==> config.mk <==
export PLATFORM = sky130hd
export DESIGN_NAME = ext_subsystem
export DESIGN_NICKNAME = d
export VERILOG_FILES = /design/src/obi_pkg.sv /design/src/memcopy_pkg.sv /design/src/obi_if.sv /design/src/slow_memory.sv /design/src/obi_arbiter.sv /design/src/memcopy_periph.sv /design/src/ext_subsystem.sv
export SDC_FILE = /design/constraint.sdc
export NUM_CORES = 2
export LEC_CHECK = 0
export BUFFER_PORTS_ARGS = -buffer_cell sky130_fd_sc_hd__buf_2
export CAP_MARGIN = 20
export CORE_UTILIZATION = 30
export DETAILED_ROUTE_END_ITERATION = 10
export SKIP_LAST_GASP = 1
export SLEW_MARGIN = 20
export SYNTH_ARGS = -nofsm -noshare
export SYNTH_HDL_FRONTEND = slang
export SYNTH_SLANG_ARGS = --single-unit
==> constraint.sdc <==
create_clock -name clk_i -period 9.9 [get_ports clk_i]
set_clock_uncertainty 0.2 [all_clocks]
set_input_delay 0.99 -clock clk_i [delete_from_list [all_inputs] [get_ports clk_i]]
set_output_delay 0.99 -clock clk_i [all_outputs]
set_load 0.005 [all_outputs]
==> src/obi_pkg.sv <==
// OBI bus types and slow RAM timing shared by every bus user
// Byte addressing, 32-bit data, one outstanding transaction per master
package obi_pkg;

  typedef logic [31:0] addr_t;
  typedef logic [31:0] word_t;
  typedef logic [3:0]  be_t;

  // RAM depth in words, indexed by addr[8:2]
  localparam int unsigned MEM_WORDS = 128;

  // Cycles req is held before gnt
  localparam int unsigned MEM_GNT_WAIT = 2;

  // Cycles from grant edge to rvalid
  localparam int unsigned MEM_RVALID_WAIT = 3;

  // Arbiter masters
  localparam int unsigned NUM_MASTERS = 2;
  localparam int unsigned HOST_IDX    = 0;
  localparam int unsigned COPY_IDX    = 1;

endpackage

==> src/memcopy_pkg.sv <==
// Register map and engine states of the memory copy peripheral
// Offsets are byte offsets on the register port, full-word access only
package memcopy_pkg;

  typedef logic [3:0] reg_addr_t;

  localparam reg_addr_t REG_SRC    = 4'h0;
  localparam reg_addr_t REG_DST    = 4'h4;
  // Writing the word count starts a copy
  localparam reg_addr_t REG_SIZE   = 4'h8;
  // Bit 0 busy, bit 1 done; a read clears done
  localparam reg_addr_t REG_STATUS = 4'hC;

  typedef enum logic [2:0] {
    IDLE,
    RD_REQ,
    RD_WAIT,
    WR_REQ,
    WR_WAIT
  } copy_state_e;

endpackage

==> src/obi_if.sv <==
// OBI request and response signals for one master/slave link
// Request fields stay stable from req until gnt
`timescale 1ns/1ps

interface obi_if
  import obi_pkg::*;
();

  // Request channel
  logic  req;
  logic  we;
  be_t   be;
  addr_t addr;
  word_t wdata;

  // Response channel
  logic  gnt;
  logic  rvalid;
  word_t rdata;

  modport master (output req, we, be, addr, wdata, input gnt, rvalid, rdata);
  modport slave  (input req, we, be, addr, wdata, output gnt, rvalid, rdata);

endinterface

==> src/slow_memory.sv <==
// Single-port RAM with fixed grant and response delays
// Only one transaction in flight; no grant while a response is pending
`timescale 1ns/1ps

module slow_memory
  import obi_pkg::*;
(
  input  logic clk_i,
  input  logic reset_i,
  obi_if.slave bus_i
);

  word_t mem_q [MEM_WORDS];
  word_t rdata_q;
  logic  pend_q;
  logic  rvalid_q;
  logic  [3:0] cnt_q;
  logic  [$clog2(MEM_WORDS)-1:0] idx;

  assign idx = bus_i.addr[8:2];

  // Grant in the MEM_GNT_WAIT-th cycle of a held request
  assign bus_i.gnt    = bus_i.req && !pend_q && (cnt_q == 4'(MEM_GNT_WAIT - 1));
  assign bus_i.rvalid = rvalid_q;
  assign bus_i.rdata  = rdata_q;

  always_ff @(posedge clk_i) begin
    if (reset_i) begin
      pend_q   <= 1'b0;
      rvalid_q <= 1'b0;
      cnt_q    <= '0;
    end else if (!pend_q) begin
      if (bus_i.gnt) begin
        pend_q <= 1'b1;
        cnt_q  <= 4'd1;
      end else if (bus_i.req) begin
        cnt_q <= cnt_q + 4'd1;
      end else begin
        cnt_q <= '0;
      end
    end else if (rvalid_q) begin
      // Response taken, ready for the next request
      pend_q   <= 1'b0;
      rvalid_q <= 1'b0;
      cnt_q    <= '0;
    end else if (cnt_q == 4'(MEM_RVALID_WAIT)) begin
      rvalid_q <= 1'b1;
    end else begin
      cnt_q <= cnt_q + 4'd1;
    end
  end

  // Array and read data are sampled at the grant edge
  always_ff @(posedge clk_i) begin
    if (bus_i.gnt) begin
      if (bus_i.we) begin
        for (int b = 0; b < 4; b++) begin
          if (bus_i.be[b]) begin
            mem_q[idx][8*b +: 8] <= bus_i.wdata[8*b +: 8];
          end
        end
      end else begin
        rdata_q <= mem_q[idx];
      end
    end
  end

  // Each response belongs to the grant MEM_RVALID_WAIT edges before it
  a_rvalid_pending: assert property (
    @(posedge clk_i) disable iff (reset_i)
    $rose(bus_i.rvalid) |-> $past(bus_i.gnt, MEM_RVALID_WAIT + 1)
  ) else $error("rvalid raised without a matching grant");

endmodule

==> src/obi_arbiter.sv <==
// Two-master round-robin arbiter in front of one OBI slave
// A forwarded request keeps its master until granted; one response in flight
`timescale 1ns/1ps

module obi_arbiter
  import obi_pkg::*;
(
  input  logic  clk_i,
  input  logic  reset_i,
  obi_if.slave  host_i,
  obi_if.slave  copy_i,
  obi_if.master mem_o
);

  typedef logic [$clog2(NUM_MASTERS)-1:0] mst_idx_t;

  logic [NUM_MASTERS-1:0] req_v;
  mst_idx_t sel;
  mst_idx_t last_q;
  mst_idx_t owner_q;
  mst_idx_t wait_idx_q;
  logic     wait_q;
  logic     pend_q;
  logic     host_sel;
  logic     host_own;

  assign req_v[HOST_IDX] = host_i.req;
  assign req_v[COPY_IDX] = copy_i.req;

  always_comb begin
    if (wait_q) begin
      sel = wait_idx_q;
    end else if (&req_v) begin
      // Tie goes to the master not granted last
      sel = ~last_q;
    end else if (req_v[COPY_IDX]) begin
      sel = mst_idx_t'(COPY_IDX);
    end else begin
      sel = mst_idx_t'(HOST_IDX);
    end
  end

  assign host_sel = (sel == mst_idx_t'(HOST_IDX));
  assign host_own = (owner_q == mst_idx_t'(HOST_IDX));

  assign mem_o.req   = req_v[sel] && !pend_q;
  assign mem_o.we    = host_sel ? host_i.we    : copy_i.we;
  assign mem_o.be    = host_sel ? host_i.be    : copy_i.be;
  assign mem_o.addr  = host_sel ? host_i.addr  : copy_i.addr;
  assign mem_o.wdata = host_sel ? host_i.wdata : copy_i.wdata;

  assign host_i.gnt    = mem_o.gnt && host_sel;
  assign copy_i.gnt    = mem_o.gnt && !host_sel;
  assign host_i.rvalid = mem_o.rvalid && host_own;
  assign copy_i.rvalid = mem_o.rvalid && !host_own;
  assign host_i.rdata  = host_own ? mem_o.rdata : '0;
  assign copy_i.rdata  = host_own ? '0 : mem_o.rdata;

  always_ff @(posedge clk_i) begin
    if (reset_i) begin
      last_q     <= mst_idx_t'(COPY_IDX);
      owner_q    <= mst_idx_t'(HOST_IDX);
      wait_idx_q <= mst_idx_t'(HOST_IDX);
      wait_q     <= 1'b0;
      pend_q     <= 1'b0;
    end else begin
      wait_q     <= mem_o.req && !mem_o.gnt;
      wait_idx_q <= sel;
      if (mem_o.gnt) begin
        pend_q  <= 1'b1;
        owner_q <= sel;
        last_q  <= sel;
      end else if (mem_o.rvalid) begin
        pend_q <= 1'b0;
      end
    end
  end

  // The slave sees one master's request unchanged until it grants it
  a_sel_held: assert property (
    @(posedge clk_i) disable iff (reset_i)
    mem_o.req && !mem_o.gnt |=> mem_o.req && (sel == $past(sel)) && $stable(mem_o.addr)
  ) else $error("forwarded request changed before grant");

  a_no_gnt_pending: assert property (
    @(posedge clk_i) disable iff (reset_i) pend_q |-> !mem_o.gnt
  ) else $error("slave granted while a response is pending");

endmodule

==> src/memcopy_periph.sv <==
// Memory copy engine with a single-cycle register port
// One word read then written per step; writes while busy are rejected
`timescale 1ns/1ps

module memcopy_periph
  import obi_pkg::*;
  import memcopy_pkg::*;
(
  input  logic         clk_i,
  input  logic         reset_i,
  input  logic         reg_valid_i,
  input  logic         reg_write_i,
  input  reg_addr_t    reg_addr_i,
  input  word_t        reg_wdata_i,
  output word_t        reg_rdata_o,
  output logic         reg_error_o,
  output logic         reg_ready_o,
  obi_if.master        master_o,
  output logic         memcopy_intr_o
);

  copy_state_e state_q;
  addr_t       src_q;
  addr_t       dst_q;
  word_t       size_q;
  word_t       buf_q;
  logic        done_q;
  logic        busy;
  logic        addr_ok;
  logic        wr_ok;
  logic        start;
  logic        status_rd;

  assign busy = (state_q != IDLE);

  always_comb begin
    addr_ok     = 1'b1;
    reg_rdata_o = '0;
    case (reg_addr_i)
      REG_SRC:    reg_rdata_o = src_q;
      REG_DST:    reg_rdata_o = dst_q;
      REG_SIZE:   reg_rdata_o = size_q;
      REG_STATUS: reg_rdata_o = {30'b0, done_q, busy};
      default:    addr_ok = 1'b0;
    endcase
  end

  // No wait states on the register port
  assign reg_ready_o = reg_valid_i;
  assign reg_error_o = reg_valid_i && (!addr_ok || (reg_write_i && busy));
  assign wr_ok       = reg_valid_i && reg_write_i && addr_ok && !busy;
  assign start       = wr_ok && (reg_addr_i == REG_SIZE);
  assign status_rd   = reg_valid_i && !reg_write_i && (reg_addr_i == REG_STATUS);

  assign master_o.req   = (state_q == RD_REQ) || (state_q == WR_REQ);
  assign master_o.we    = (state_q == WR_REQ);
  assign master_o.be    = '1;
  assign master_o.addr  = (state_q == WR_REQ) ? dst_q : src_q;
  assign master_o.wdata = buf_q;

  assign memcopy_intr_o = done_q;

  always_ff @(posedge clk_i) begin
    if (reset_i) begin
      state_q <= IDLE;
      src_q   <= '0;
      dst_q   <= '0;
      size_q  <= '0;
      done_q  <= 1'b0;
    end else begin
      if (status_rd) begin
        done_q <= 1'b0;
      end
      if (wr_ok && reg_addr_i == REG_SRC) begin
        src_q <= reg_wdata_i;
      end
      if (wr_ok && reg_addr_i == REG_DST) begin
        dst_q <= reg_wdata_i;
      end
      case (state_q)
        IDLE: begin
          if (start) begin
            size_q <= reg_wdata_i;
            if (reg_wdata_i == '0) begin
              done_q <= 1'b1;
            end else begin
              done_q  <= 1'b0;
              state_q <= RD_REQ;
            end
          end
        end
        RD_REQ: if (master_o.gnt) state_q <= RD_WAIT;
        RD_WAIT: if (master_o.rvalid) state_q <= WR_REQ;
        WR_REQ: if (master_o.gnt) state_q <= WR_WAIT;
        WR_WAIT: begin
          if (master_o.rvalid) begin
            src_q  <= src_q + 32'd4;
            dst_q  <= dst_q + 32'd4;
            size_q <= size_q - 32'd1;
            // Last word written
            if (size_q == 32'd1) begin
              state_q <= IDLE;
              done_q  <= 1'b1;
            end else begin
              state_q <= RD_REQ;
            end
          end
        end
        default: state_q <= IDLE;
      endcase
    end
  end

  always_ff @(posedge clk_i) begin
    if (state_q == RD_WAIT && master_o.rvalid) begin
      buf_q <= master_o.rdata;
    end
  end

  // Responses reach the engine only while it waits for one
  a_rvalid_expected: assert property (
    @(posedge clk_i) disable iff (reset_i)
    master_o.rvalid |-> (state_q == RD_WAIT) || (state_q == WR_WAIT)
  ) else $error("copy response arrived outside a wait state");

endmodule

==> src/ext_subsystem.sv <==
// External device example: copy peripheral and host port share one slow RAM
// Host port follows OBI rules, one transaction at a time
`timescale 1ns/1ps

module ext_subsystem
  import obi_pkg::*;
  import memcopy_pkg::*;
(
  input  logic      clk_i,
  input  logic      reset_i,
  input  logic      reg_valid_i,
  input  logic      reg_write_i,
  input  reg_addr_t reg_addr_i,
  input  word_t     reg_wdata_i,
  output word_t     reg_rdata_o,
  output logic      reg_error_o,
  output logic      reg_ready_o,
  input  logic      host_req_i,
  input  logic      host_we_i,
  input  be_t       host_be_i,
  input  addr_t     host_addr_i,
  input  word_t     host_wdata_i,
  output logic      host_gnt_o,
  output logic      host_rvalid_o,
  output word_t     host_rdata_o,
  output logic      memcopy_intr_o
);

  obi_if host_bus ();
  obi_if copy_bus ();
  obi_if mem_bus ();

  // Host pins onto the arbiter's first master
  assign host_bus.req   = host_req_i;
  assign host_bus.we    = host_we_i;
  assign host_bus.be    = host_be_i;
  assign host_bus.addr  = host_addr_i;
  assign host_bus.wdata = host_wdata_i;
  assign host_gnt_o     = host_bus.gnt;
  assign host_rvalid_o  = host_bus.rvalid;
  assign host_rdata_o   = host_bus.rdata;

  memcopy_periph i_memcopy (
    .clk_i,
    .reset_i,
    .reg_valid_i,
    .reg_write_i,
    .reg_addr_i,
    .reg_wdata_i,
    .reg_rdata_o,
    .reg_error_o,
    .reg_ready_o,
    .master_o       (copy_bus),
    .memcopy_intr_o
  );

  obi_arbiter i_arbiter (
    .clk_i,
    .reset_i,
    .host_i  (host_bus),
    .copy_i  (copy_bus),
    .mem_o   (mem_bus)
  );

  slow_memory i_slow_ram (
    .clk_i,
    .reset_i,
    .bus_i   (mem_bus)
  );

endmodule

; After elaboration in Yosys (flattened, before gate mapping)
; Memories as Yosys holds them, arrays and structs flattened. A register that Yosys moved wholly into a read port is not among the register bits.
; Cells that the tools add are included.
[word_totals]
memories = 1
romBits = 0
output_inout_bits = 69
register_bits = 143
mem_bits_rw = 4096
latch_bits = 0
[op_classes]
n_mux = 64
bitwise_logic = 4
reduce_logical = 38
mul = 0
div = 0
n_addsub = 4
order_cmp = 1
shifts = 0
n_eq_ne = 17
[memory_table]
columns = name, words, width, read_ports, rd_clocked_by_memory_dff, write_ports, line_no
row1 = i_slow_ram.mem_q, 128, 32, 1, 1, 1, slow_memory.sv:13  ; word_t mem_q [MEM_WORDS];
[ops]
columns = operator, count
row1 = 32-bit two-way mux, 10
row2 = 32-bit one-hot mux with 4 select lines, 1
row3 = 32-bit by 3-bit adder with 32-bit output (second input constant), 2
row4 = 32-bit one-hot mux with 2 select lines, 1
row5 = 1-bit two-way mux, 36
row6 = 32-bit by 1-bit equality test with 1-bit output (second input constant), 1
row7 = 32-bit zero test, 1
row8 = 32-bit by 1-bit subtractor with 32-bit output (second input constant), 1
row9 = 4-bit two-way mux, 6
row10 = 1-bit logical AND, 19
row11 = 3-bit two-way mux, 6
row12 = 9-bit two-way mux, 2
row13 = 3-bit one-hot mux with 5 select lines, 1
row14 = 4-bit equality test (second input constant), 2
row15 = 3-bit by 2-bit equality test with 1-bit output (second input constant), 2
row16 = 1-bit zero test, 6
row17 = 2-bit by 1-bit != test with 1-bit output (second input constant), 3
row18 = 2-bit != test (second input constant), 3
row19 = 6-bit AND reduction, 1
row20 = 4-bit by 1-bit adder with 4-bit output (second input constant), 1
row21 = 4-bit by 1-bit equality test with 1-bit output (second input constant), 1
row22 = 4-bit by 2-bit equality test with 1-bit output (second input constant), 1
row23 = 4-bit by 3-bit equality test with 1-bit output (second input constant), 1
row24 = 4-bit zero test, 1
row25 = other kinds (13), 19

; Longest topological paths before layout
[logic_depth]
ltp_word = 13
mapped_depth = 18
depth_no_buf = 10

; Cells and area by module
; Synthesis repeated with hierarchy kept, for this count alone.
[hier_totals]
hier_cells = 10849
area_unflattened_um2 = 170368.4
[by_module_without_submodules]
columns = module, cells_each, area_per_inst_um2, n_inst
row1 = slow_memory, 9559, 160293.7, 1
row2 = memcopy_periph, 1118, 8373.0, 1
row3 = obi_arbiter, 172, 1701.6, 1

; Worst setup path before layout
; OpenSTA, ideal clock, no wires.
[synth_path]
path_type = in2reg
from = input host_req_i
to = register i_slow_ram.rdata_q[0], in the netlist i_slow_ram.bus_i.rdata[0], read port of i_slow_ram.mem_q, enable pin
setup_slack_ps = 4434
cell_stages = 7
n_path_buf = 3
setup_ps = 470
arrival_ps = 4796
cell_sequence = nand2_1 -> a21oi_1 -> clkbuf_1 -> buf_2 -> clkbuf_1 -> nor2_1 -> a211oi_1
[synth_via]
elab_chain_cells = 9
word_cells_on_any_way = 12
cone_classes = mux: 6 / bitwise: 1 / reduce/logical: 5
[synth_rtl]
columns = element, line_no
row1 = start: declaration, ext_subsystem.sv:18  ; input logic host_req_i,
row2 = 2-bit AND reduction, obi_arbiter.sv:33  ; end else if (&req_v) begin
row3 = 1-bit two-way mux, obi_arbiter.sv:33
row4 = 1-bit two-way mux, obi_arbiter.sv:31  ; if (wait_q) begin
row5 = 1-bit two-way mux (not written as such) (2 in a row), obi_arbiter.sv:46  ; assign mem_o.req = req_v[sel] && !pend_q;
row6 = 1-bit logical AND, obi_arbiter.sv:46
row7 = 1-bit logical AND (2 in a row), slow_memory.sv:23  ; assign bus_i.gnt = bus_i.req && !pend_q && (cnt_q == 4'(MEM_GNT_WAIT - 1));
row8 = 2-bit AND reduction (no source line), -
row9 = end: declaration, slow_memory.sv:14  ; word_t rdata_q;
; Several ways; a longest one is shown, not always the timed one. The select of a mux whose other input is x is not followed.
; A chain may end at the register's enable or synchronous reset.

; Worst setup path in the final report
[layout_path]
from = register i_memcopy.state_q[0]
to = register i_slow_ram.rdata_q[27], in the netlist i_slow_ram.bus_i.rdata[27], read port of i_slow_ram.mem_q, data pin
[layout_via]
elab_chain_cells = 11
word_cells_on_any_way = 17
cone_classes = eq/ne: 2 / mux: 8 / bitwise: 1 / reduce/logical: 6
[layout_rtl]
columns = element, line_no
row1 = start: declaration, memcopy_periph.sv:22  ; copy_state_e state_q;
row2 = start signal: assignment, memcopy_periph.sv:65  ; state_q <= IDLE;
row3 = start signal: assignment, memcopy_periph.sv:88  ; state_q <= RD_REQ;
row4 = start signal: assignment, memcopy_periph.sv:92  ; RD_REQ: if (master_o.gnt) state_q <= RD_WAIT;
row5 = 3-bit by 1-bit equality test with 1-bit output or 3-bit by 2-bit equality test with 1-bit output (tied branches), "memcopy_periph.sv:55, memcopy_periph.sv:56, memcopy_periph.sv:58"
row6 = 1-bit logical OR, memcopy_periph.sv:55  ; assign master_o.req = (state_q == RD_REQ) || (state_q == WR_REQ);
row7 = 1-bit two-way mux or 2-bit AND reduction (tied branches), "obi_arbiter.sv:36, obi_arbiter.sv:33"
row8 = 1-bit two-way mux, obi_arbiter.sv:33
row9 = 1-bit two-way mux, obi_arbiter.sv:31
row10 = 1-bit two-way mux (not written as such) (2 in a row), obi_arbiter.sv:46
row11 = 1-bit logical AND, obi_arbiter.sv:46
row12 = 1-bit logical AND (2 in a row), slow_memory.sv:23
row13 = 2-bit AND reduction (no source line), -
; Several ways; a longest one is shown, not always the timed one. The select of a mux whose other input is x is not followed.

==> key figures <==
Job
  • # Max-Cap Violations: 0

Synthesis
  • Register area share after synthesis: about three quarters
  • Count leader, synth: edfxtp_1
  • Post-synth ARST share: 0%
  • Mapped Avg Cell Area: roughly 15 um^2
  • Largest area contributor in the netlist: edfxtp_1
  • Synthesis warning total: 0
  • Post-synth EDFFs: around 4,200
  • Synth area leaders: edfxtp_1, nand2_1, mux2i_1, a21oi_1, nor2_1
  • Area share of the largest cell type after synthesis: ~74%
  • Seq cells post-synth: between 4,000 and 5,000
  • Synth Net Count: 11,400
  • Distinct cells, synth: 88
  • Post-Syn Area: roughly 0.17 mm^2
  • Ys flop type: edfxtp_1
  • Synth top cells by count: edfxtp_1, nand2_1, a21oi_1
  • Synth Instances: ~11,000

Placed design
  • RePlAce Congestion: a little under 0.9
  • Port bufs: ~150
  • Detailed placement HPWL: around 350,000 um
  • Setup WS pre-CTS: approximately 2.9 ns
  • Cell Area, Placed: ~0.18 mm^2

Worst setup path
  • CP bufs+invs: 3
  • Crit path max-delay cell type: nor4_1
  • Reg-to-reg slack, setup: about 3.1 ns
  • Class of the most critical setup path: reg -> reg
  • CP delay by family, top: simple AND/OR/NAND/NOR gates
  • CP max stage delay: about 0.79 ns
  • Crit Path Max Fanout: between 50 and 60
  • CP Launch Point: i_memcopy.state_q[0]$_SDFFE_PP0P_
  • Critical path, cell by cell: or3b_1, o21ai_4, buf_4, o311ai_4, buf_4, nand2_4, buf_12, a21oi_1, nor4_1, o221ai_1, or4_1, or4_1
  • CP Capture Type: register
  • Arrival time at the worst endpoint: roughly 7.3 ns
  • Req. time, crit path: approximately 10 ns
  • Reg2reg start: i_memcopy.state_q[0]$_SDFFE_PP0P_
  • Startpoint types: register

Clock network
  • Worst skew pair latency: approximately 1.0 ns
  • Post-CTS Setup Repair Bufs: 0
  • CTS tree: yes
  • Clock tree sinks: between 4,000 and 5,000
  • Worst-path clk slew: around 0.070 ns
  • Maximum clock path buffer count: 4
  • Cts hold-fix bufs: 0
  • Inserted Clock Buffers: approximately 430
  • Post_cts resized: 0
  • Root Buffer: clkbuf_16
  • H-Tree Level Count: 5

Global routing
  • Grt total ovfl: 0
  • First-pass GRT wire length: roughly 800,000 um
  • Total GRT Usage: 20.0%
  • Initial antenna violation count: 65
  • Largest net degree at the start of global routing: around 100
  • Vias in the first global route: 99,400

Min path
  • Beginning of the worst hold path: reg_wdata_i[26]
  • Tightest Hold Check Type: in -> reg

Finish
  • Layout area overhead: 14.3%
  • Layout cells sized above 1: between 10% and 20%
  • Number of fill cells: 53,000
  • Area of the multi-input gates: 0.0381 mm^2
  • Register area: ~0.13 mm^2
  • NumNets Final: about 11,000
  • Post-route cell area: about 0.19 mm^2

Timing
  • Final WS setup: around 3.1 ns
  • Actual slew at the worst max-slew pin: between 1 and 1.5 ns
  • Slew headroom: about 13%
  • Fin. Hold Viols: 0
  • Final period utilization: roughly 70%
  • Unrepaired setup endpoints after global routing: no
  • Setup TNS Final: 0 ns
  • Max-slew violation count: 0
  • Fmax: roughly 0.15 GHz
  • Final min period: 6.81 ns
  • Final setup vio count: 0
  • Hold slack: roughly 0.086 ns

Power
  • Leak: around 61 nW
  • Power Density: 200 mW/mm^2
  • Worst vdd ir: 0.155 mV
  • Total design power: 0.0384 W

Floorplanning
  • # IOs: around 180
  • Initial Util: 30.1%
  • Core area: approximately 0.56 mm^2
  • Die H: about 750 um
  • FP Rows: around 270
  • DIE AREA: about 0.56 mm^2
  • Die extent in x: about 750 um

Detailed routing
  • Vias/cell: between 5 and 6
  • TritonRoute pass-1 iters: 9
  • Post-Route WL: ~590,000 um
  • Total number of vias: 108,000
  • Residual DRC: 0
  • Starting DRT DRC Count: ~16,000
  • WL per Instance: 30.6 um
  • Post-DRT Antenna Nets: 0

Status
  • Status: complete, no violations
==> power breakdown <==
part           leakage [nW]  internal, W  switching (W)  total, W
clock                  6.60      0.00890        0.00701    0.0159
combinational          16.0     0.000587        0.00196   0.00254
sequential             38.3       0.0199      0.0000241    0.0199
==> sequential cells by signal, indices dropped and copies added (netlist names) <==
name / cells
i_slow_ram.bus_i.rdata: 32
i_memcopy.size_q: 32
i_arbiter.last_q: 1
i_memcopy.dst_q: 32
i_memcopy.src_q: 32
i_slow_ram.pend_q: 1
i_memcopy.memcopy_intr_o: 1
i_arbiter.owner_q: 1
i_slow_ram.cnt_q: 4
i_arbiter.pend_q: 1
i_slow_ram.mem_q: 4096
i_memcopy.state_q: 3
i_arbiter.wait_idx_q: 1
i_slow_ram.bus_i.rvalid: 1
i_arbiter.wait_q: 1
i_memcopy.master_o.wdata: 32
==> cell families after synthesis <==
family          after synthesis  share of synthesized area [%]
flops                      4271                           75.7
fa+ha+maj                     6                         0.0447
xor+xnor                      4                         0.0209
compound gates             2475                           9.84
mux                         710                           4.77
simple gates               3001                           7.47
buf+inv                     780                           2.10
==> tightest hold or removal path, cell delays in order <==
cell and delay, ns:
buf_2 0.14, nand2_1 0.06, a21oi_1 0.05
==> through the flow <==
stage / instances / util [%]
finish: 19200 / 34.4
detailed placement: 18400 / 32.0
global route: 19200 / 34.4
floorplan: 11200 / -
CTS: 19200 / 34.4
global placement: 18400 / 32.0
==> per-layer routing <==
| metal | vias to the layer above | global-route usage (%) | part of all wire, % |
|---|---|---|---|
| met2 | 7493 | 30.9 | 45 |
| met4 | 36 | 8.51 | 4.8 |
| li1 | 43900 | - | - |
| met3 | 1307 | 4.61 | 12 |
| met5 | - | 0 | 0.045 |
| met1 | 55100 | 27.1 | 38 |
==> cells in the final DEF, fill, tap and decap left out, types with 36 or more instances in the layout <==
cell type	synthesis	layout
a21oi_1	854	851
clkbuf_16	0	438
clkinv_1	1	123
edfxtp_1	4160	4160
a31oi_1	114	112
clkinv_2	0	76
buf_2	218	152
o22ai_1	221	221
clkbuf_1	367	81
a22o_1	152	152
nand3_1	91	91
a22oi_1	269	269
nand2_1	1655	1588
buf_12	0	42
buf_4	59	261
o21ai_0	206	205
nor3_1	82	78
a221oi_1	147	147
nor4_1	124	123
a221o_1	67	67
mux2i_1	586	579
dfxtp_1	111	110
diode_2	0	45
nor2b_1	43	42
and2_1	44	43
and3_1	36	36
nor2_1	797	769
mux2_2	56	53
a211oi_1	60	57
nand2_4	0	38
mux4_2	66	66
==> path summary, 6_finish.rpt <==
| path | to | cells after the start |
|---|---|---|
| max | i_slow_ram.bus_i.rdata[27]$_DFFE_PP_ | 12 |
| min | i_memcopy.src_q[26]$_SDFF_PP0_ | 3 |
| max reg2reg | i_slow_ram.bus_i.rdata[27]$_DFFE_PP_ | 12 |
| min reg2reg | i_memcopy.dst_q[1]$_SDFFE_PP0P_ | 2 |
==> area by class of cell <==
type | instances | share of cell area (%)
timing repair buffer | 457 | 1.88
sequential | 4271 | 66.3
clock inverter | 262 | 1.15
inverter | 15 | 0.0294
tap | 7452 | 4.86
clock buffer | 519 | 5.87
multi-input combinational | 6196 | 19.9
antenna | 45 | 0.0587
Note: power is estimated with default switching activity, not from simulation.
